**src/hh_pkg.sv**
```systemverilog
/* Shared sizes of the Householder QR input stage
   word, byte-enable and step-count widths, default memory geometry */
package hh_pkg;

    // ----------------------------------------------------------
    // Element and write-enable granularity
    // ----------------------------------------------------------
    localparam int WORD_W = 32;         // One matrix element
    localparam int BYTE_W = 8;          // One bit of wea per byte

    // Reflection step index hh_cnt
    localparam int CNT_W = 8;

    // ----------------------------------------------------------
    // Default memory geometry
    // ----------------------------------------------------------
    // Words per row, so a row is RAM_WORDS_DEF * WORD_W bits
    localparam int RAM_WORDS_DEF = 4;

    // 64 rows per memory
    localparam int ADDR_W_DEF = 6;

endpackage

```
**src/hh_din_select.sv**
```systemverilog
/* Datapath operand builder: rtri/dmx row pairing, top-word masking by step,
   hh_dout feedback select and hold register */
module hh_din_select #(
    parameter int RAM_WORDS = hh_pkg::RAM_WORDS_DEF
) (
    input  logic                                  clk,
    input  logic                                  rst,
    input  logic [hh_pkg::CNT_W-1:0]              hh_cnt,
    input  logic                                  dmx0_rd,
    input  logic                                  dmx1_rd,
    input  logic [RAM_WORDS*hh_pkg::WORD_W-1:0]   dmx0_row,
    input  logic [RAM_WORDS*hh_pkg::WORD_W-1:0]   dmx1_row,
    input  logic [RAM_WORDS*hh_pkg::WORD_W-1:0]   rtri_row,
    input  logic                                  hh_st,
    input  logic [2*RAM_WORDS*hh_pkg::WORD_W-1:0] hh_dout,
    output logic [2*RAM_WORDS*hh_pkg::WORD_W-1:0] hh_din
);

    localparam int ROW_W   = RAM_WORDS * hh_pkg::WORD_W;
    localparam int OP_W    = 2 * ROW_W;
    localparam int OP_WRDS = 2 * RAM_WORDS;

    // Operand seen as two rows or as a flat word array
    typedef union packed {
        struct packed {
            logic [ROW_W-1:0] rtri;     // Upper half
            logic [ROW_W-1:0] dmx;      // Lower half
        } half;
        logic [OP_WRDS-1:0][hh_pkg::WORD_W-1:0] word;
    } hh_word_u;

    // Clears the top cnt words, whole operand once cnt reaches a row
    function automatic hh_word_u mask_top(
        input hh_word_u                 src,
        input logic [hh_pkg::CNT_W-1:0] cnt
    );
        hh_word_u res;
        res = src;
        if (cnt >= RAM_WORDS) begin
            res = '0;
        end else begin
            for (int i = 0; i < RAM_WORDS; i++) begin
                if (i < cnt) begin
                    res.word[OP_WRDS-1-i] = '0;
                end
            end
        end
        return res;
    endfunction

    logic     dmx0_rd_q;
    logic     dmx1_rd_q;
    logic     rd_valid;
    hh_word_u rd_word;
    hh_word_u st_word;
    hh_word_u rd_masked;
    hh_word_u st_masked;
    logic [OP_W-1:0] din_hold;

    // ----------------------------------------------------------
    // Read conditions aligned to the memory read latency
    // ----------------------------------------------------------
    always_ff @(posedge clk) begin
        if (rst) begin
            dmx0_rd_q <= 1'b0;
            dmx1_rd_q <= 1'b0;
        end else begin
            dmx0_rd_q <= dmx0_rd;
            dmx1_rd_q <= dmx1_rd;
        end
    end

    assign rd_valid = dmx0_rd_q | dmx1_rd_q;

    // ----------------------------------------------------------
    // Operand build
    // ----------------------------------------------------------
    always_comb begin
        rd_word.half.rtri = rtri_row;
        // dmx0 wins when both columns were read together
        if (dmx0_rd_q) begin
            rd_word.half.dmx = dmx0_row;
        end else begin
            rd_word.half.dmx = dmx1_row;
        end
    end

    assign st_word   = hh_dout;         // Feedback from the datapath
    assign rd_masked = mask_top(rd_word, hh_cnt);
    assign st_masked = mask_top(st_word, hh_cnt);

    // Source priority: memory read, then feedback, then hold
    always_comb begin
        if (rd_valid) begin
            hh_din = rd_masked;
        end else if (hh_st) begin
            hh_din = st_masked;
        end else begin
            hh_din = din_hold;
        end
    end

    // ----------------------------------------------------------
    // Hold register
    // ----------------------------------------------------------
    always_ff @(posedge clk) begin
        if (rst) begin
            din_hold <= '0;
        end else begin
            din_hold <= hh_din;
        end
    end

endmodule

```
**config.mk**
```make
export PLATFORM = sky130hd
export DESIGN_NAME = hh_din_select
export DESIGN_NICKNAME = d
export VERILOG_FILES = /design/src/hh_pkg.sv /design/src/hh_din_select.sv
export SDC_FILE = /design/constraint.sdc
export NUM_CORES = 1
export LEC_CHECK = 0
export BUFFER_PORTS_ARGS = -buffer_cell sky130_fd_sc_hd__buf_4
export CORE_AREA = 8 8 352 354
export DETAILED_ROUTE_END_ITERATION = 6
export DIE_AREA = 0 0 360 362
export GPL_ROUTABILITY_DRIVEN = 0
export PLACE_DENSITY = 0.35
export SETUP_SLACK_MARGIN = 0.02
export SLEW_MARGIN = 20
export SYNTH_ARGS = -nofsm -noshare
export SYNTH_HDL_FRONTEND = slang
export SYNTH_SLANG_ARGS = --single-unit
```
**constraint.sdc**
```tcl
create_clock -name clk -period 4.1 [get_ports clk]
set_input_delay 0.205 -clock clk [delete_from_list [all_inputs] [get_ports clk]]
set_output_delay 0.205 -clock clk [all_outputs]
set_load 0.01 [all_outputs]
```
==> PnR_summary.wiki <==
{| class="wikitable"
! Metric !! Value
|-
| Result of the run || finished clean
|-
| Post-DR wirelength/cell || 23.15 µm
|-
| Crit path launch type || register
|-
| Least-Margin Pin Slew || 0.9875 ns
|-
| Clock tree from TritonCTS || yes
|-
| Insertion delay to the later sink of the worst-skew pair || 0.57 ns
|-
| Antenna violations before repair || 18
|-
| H-Tree Level Count || 2
|-
| Number of standard cells after synthesis || 2048
|-
| Net count, final || 3799
|-
| Number of iterations in the first detailed-routing pass || 5
|-
| Width of the die || 360 µm
|-
| Max Cap Viol || 0
|-
| #FFs+latches synth || 258
|-
| 1st-iter DRT viols || 1399
|-
| Via total after detailed routing || 20920
|-
| Library cell contributing the largest single delay on the critical path || and4b_4
|-
| Total clock buffers created by CTS || 39
|-
| Global routing met2 resource utilization || 26.98%
|-
| Core area || 118700 µm²
|-
| Data arrival time of the critical path || 4.00 ns
|-
| Row count || 127
|-
| Count of different cell masters after synthesis || 35
|-
| Maximum number of pins on one net before global-route repair || 126
|-
| Final worst path period share || 85.32%
|-
| Global-route wire length before repair || 156.0 mm
|-
| Maximum root-to-sink buffer count || 3
|-
| Ratio of routed vias to standard cells || 4.419
|-
| Ratio of total power to cell area || 254.6 nW/µm²
|-
| Max VDD drop || 0.2162 mV
|-
| Count of port buffers added during placement || 908
|-
| Time the final worst path needs with I/O delays and setup || 3.498 ns
|-
| Slack of the critical path || 0.6019 ns
|-
| Max-slew headroom at the worst pin || 34.17%
|-
| Via count of the first global-routing pass || 21640
|-
| Total Wirelength || 109.6 mm
|-
| Area post-placement || 25170 µm²
|-
| Number of DRC violations after detailed routing || 0
|-
| Most frequent cells in the layout || 938 x buf_4, 371 x dlygate4sd3_1, 317 x nand2_1, 256 x dfxtp_1, 160 x o22ai_1
|-
| Class of the most critical setup path || register to register
|-
| Num ports || 909
|-
| Root Driver || clkbuf_16
|-
| Count of final hold-check violations || 0
|-
| Peak fanout along the critical path || 43
|-
| Height of the chip || 362 µm
|-
| Met1 track utilization from global routing || 18.69%
|-
| Max-slew violation count || 0
|-
| Detail Route Antenna Nets || 0
|-
| Clock slew at reported path FFs || 0.07 ns
|-
| Share of the core filled with cells || 25.46%
|-
| Most heavily used metal layer in global routing || met2
|-
| Total Routing Usage GR || 15.78%
|-
| EDFF count, synth || 0
|-
| Fraction of final layout cells with drive strength greater than 1 || 36.48%
|-
| Final cell area excluding filler cells || 30220 µm²
|-
| Post-placement worst setup slack || 1.096 ns
|-
| Worst min path class || primary input to register
|-
| Kind of capture point of the worst setup path || register
|-
| Grt ovf || 0
|-
| Fraction of the yosys area taken by sequential cells || 30.40%
|-
| Post-CTS setup buffer count || 0
|-
| Required time worst endpoint || 4.61 ns
|-
| Total Negative Setup Slacks || 0 ns
|-
| Number of warnings issued by yosys || 0
|-
| Setup clock skew after layout || 0.01829 ns
|-
| Final setup violation count || 0
|-
| Static leakage || 12.58 nW
|-
| Met3 routing resource usage after global routing || 5.061%
|-
| Avg Synthesized Cell Area || 8.297 µm²
|-
| Setup repair after global routing missed its margin || false
|-
| Critical path cell sequence || or2_4 -> and4b_4 -> buf_4 -> o2bb2ai_1 -> dlygate4sd3_1
|-
| Mapped Area || 16990 µm²
|-
| Async S/R FF share, synth || 0%
|-
| Layout overhead on the synthesized area || 77.84%
|-
| Count of fill cells added during filler insertion || 13050
|-
| Most frequent standard cell in the layout excluding fill and tap cells || buf_4
|-
| Final Total Pwr || 7.694 mW
|-
| Maximum operating frequency || 285.9 MHz
|-
| Area of the die || 130300 µm²
|-
| Starting utilization of the core area || 14.32%
|-
| Most frequently used flop master after synthesis || dfxtp_1
|-
| Detailed placer's ending HPWL || 79.34 mm
|-
| Clock sink total || 258
|-
| Syn nets || 2701
|-
| Delay of the slowest critical-path stage || 0.86 ns
|}
## path summary, 6_finish.rpt
path              depth (start not counted)            end  slack [ns]     startpoint
setup reg to reg                          5  din_hold[116]        0.60      dmx0_rd_q
hold reg to reg                           2  din_hold[242]        0.46  din_hold[242]
setup / recovery                          5  din_hold[116]        0.60      dmx0_rd_q
hold / removal                            3   din_hold[36]        0.05    hh_dout[36]
## through the flow
stage / hold WS [ns] / instances
finish: 0.05206 / 4733
floorplan: 0.3219 / 2048
CTS: 0.0006886 / 4722
global placement: 0.4189 / 4282
detailed placement: 0.4218 / 4282
global route: 0.02811 / 4727
## timing repair
item | 4_1_cts | 5_1_grt
gates resized for setup | 0 | 0
hold buffers | 371 | 0
endpoints found under the hold margin | 192 | 0
## logic make-up (layout without fill, tap and decap cells)
family / Yosys count / count (layout) / synth area share, %
compound gates: 705 / 705 / 31.15
buf+inv: 275 / 1401 / 7.665
flops: 258 / 258 / 30.40
mux: 125 / 125 / 8.284
other cells: 0 / 11 / 0
simple gates: 685 / 685 / 22.51
## critical path: cells and delay by family, from the launching register on
kind / cells / cell delay [ns]
and+or+nand+nor: 2 / 1.42
AOI/OAI and AO/OA: 1 / 0.15
buffers and inverters: 2 / 0.96
DFF: 1 / 0.80
## routing by layer
layer  up-vias  share of wire [%]
li1      10110                  -
met1      9923                 41
met2       734                 48
met3       140                7.4
met4        14                2.9
met5         -              0.081
## report_power, final
part / switching, mW / total, mW / internal [mW]
sequential: 0.0170 / 2.53 / 2.52
clock: 1.39 / 3.54 / 2.16
combinational: 0.779 / 1.62 / 0.838
## sequential cells by signal, summed over array words and instances (netlist names)
signal,count
din_hold,256
dmx0_rd_q,1
dmx1_rd_q,1
## cells in the mapped netlist (3+ instances only)
cell type,number,area (µm²)
o21a_1,64,480.5
buf_2,69,345.3
o2bb2ai_1,157,1375
a32oi_1,3,26.28
nor3_1,3,15.01
dfxtp_1,258,5165
nor4bb_1,96,960.9
buf_4,21,157.7
o22ai_1,160,1001
a41oi_1,157,1375
buf_6,14,157.7
nor2_1,3,11.26
buf_1,13,48.80
clkbuf_1,157,589.3
o211ai_1,64,480.5
mux2_2,125,1408
a21oi_1,64,320.3
nand2_1,318,1194
nand4_1,64,400.4
a31oi_1,32,200.2
nor2b_1,159,994.7
nand3_1,32,160.2
a211o_1,3,26.28
## layout make-up
| cell class | count | area (µm²) | area share, % |
|---|---|---|---|
| diodes | 11 | 27.53 | 0.09109 |
| clock buffers | 60 | 1175 | 3.888 |
| clock inverters | 9 | 131.4 | 0.4347 |
| inverters | 1 | 3.754 | 0.01242 |
| multi-input cells | 1515 | 10580 | 35.02 |
| flip-flops and latches | 258 | 5172 | 17.12 |
| well taps | 1548 | 1937 | 6.409 |
| repair buffers | 1331 | 11190 | 37.03 |
Note: power is estimated with default switching activity, not from simulation.
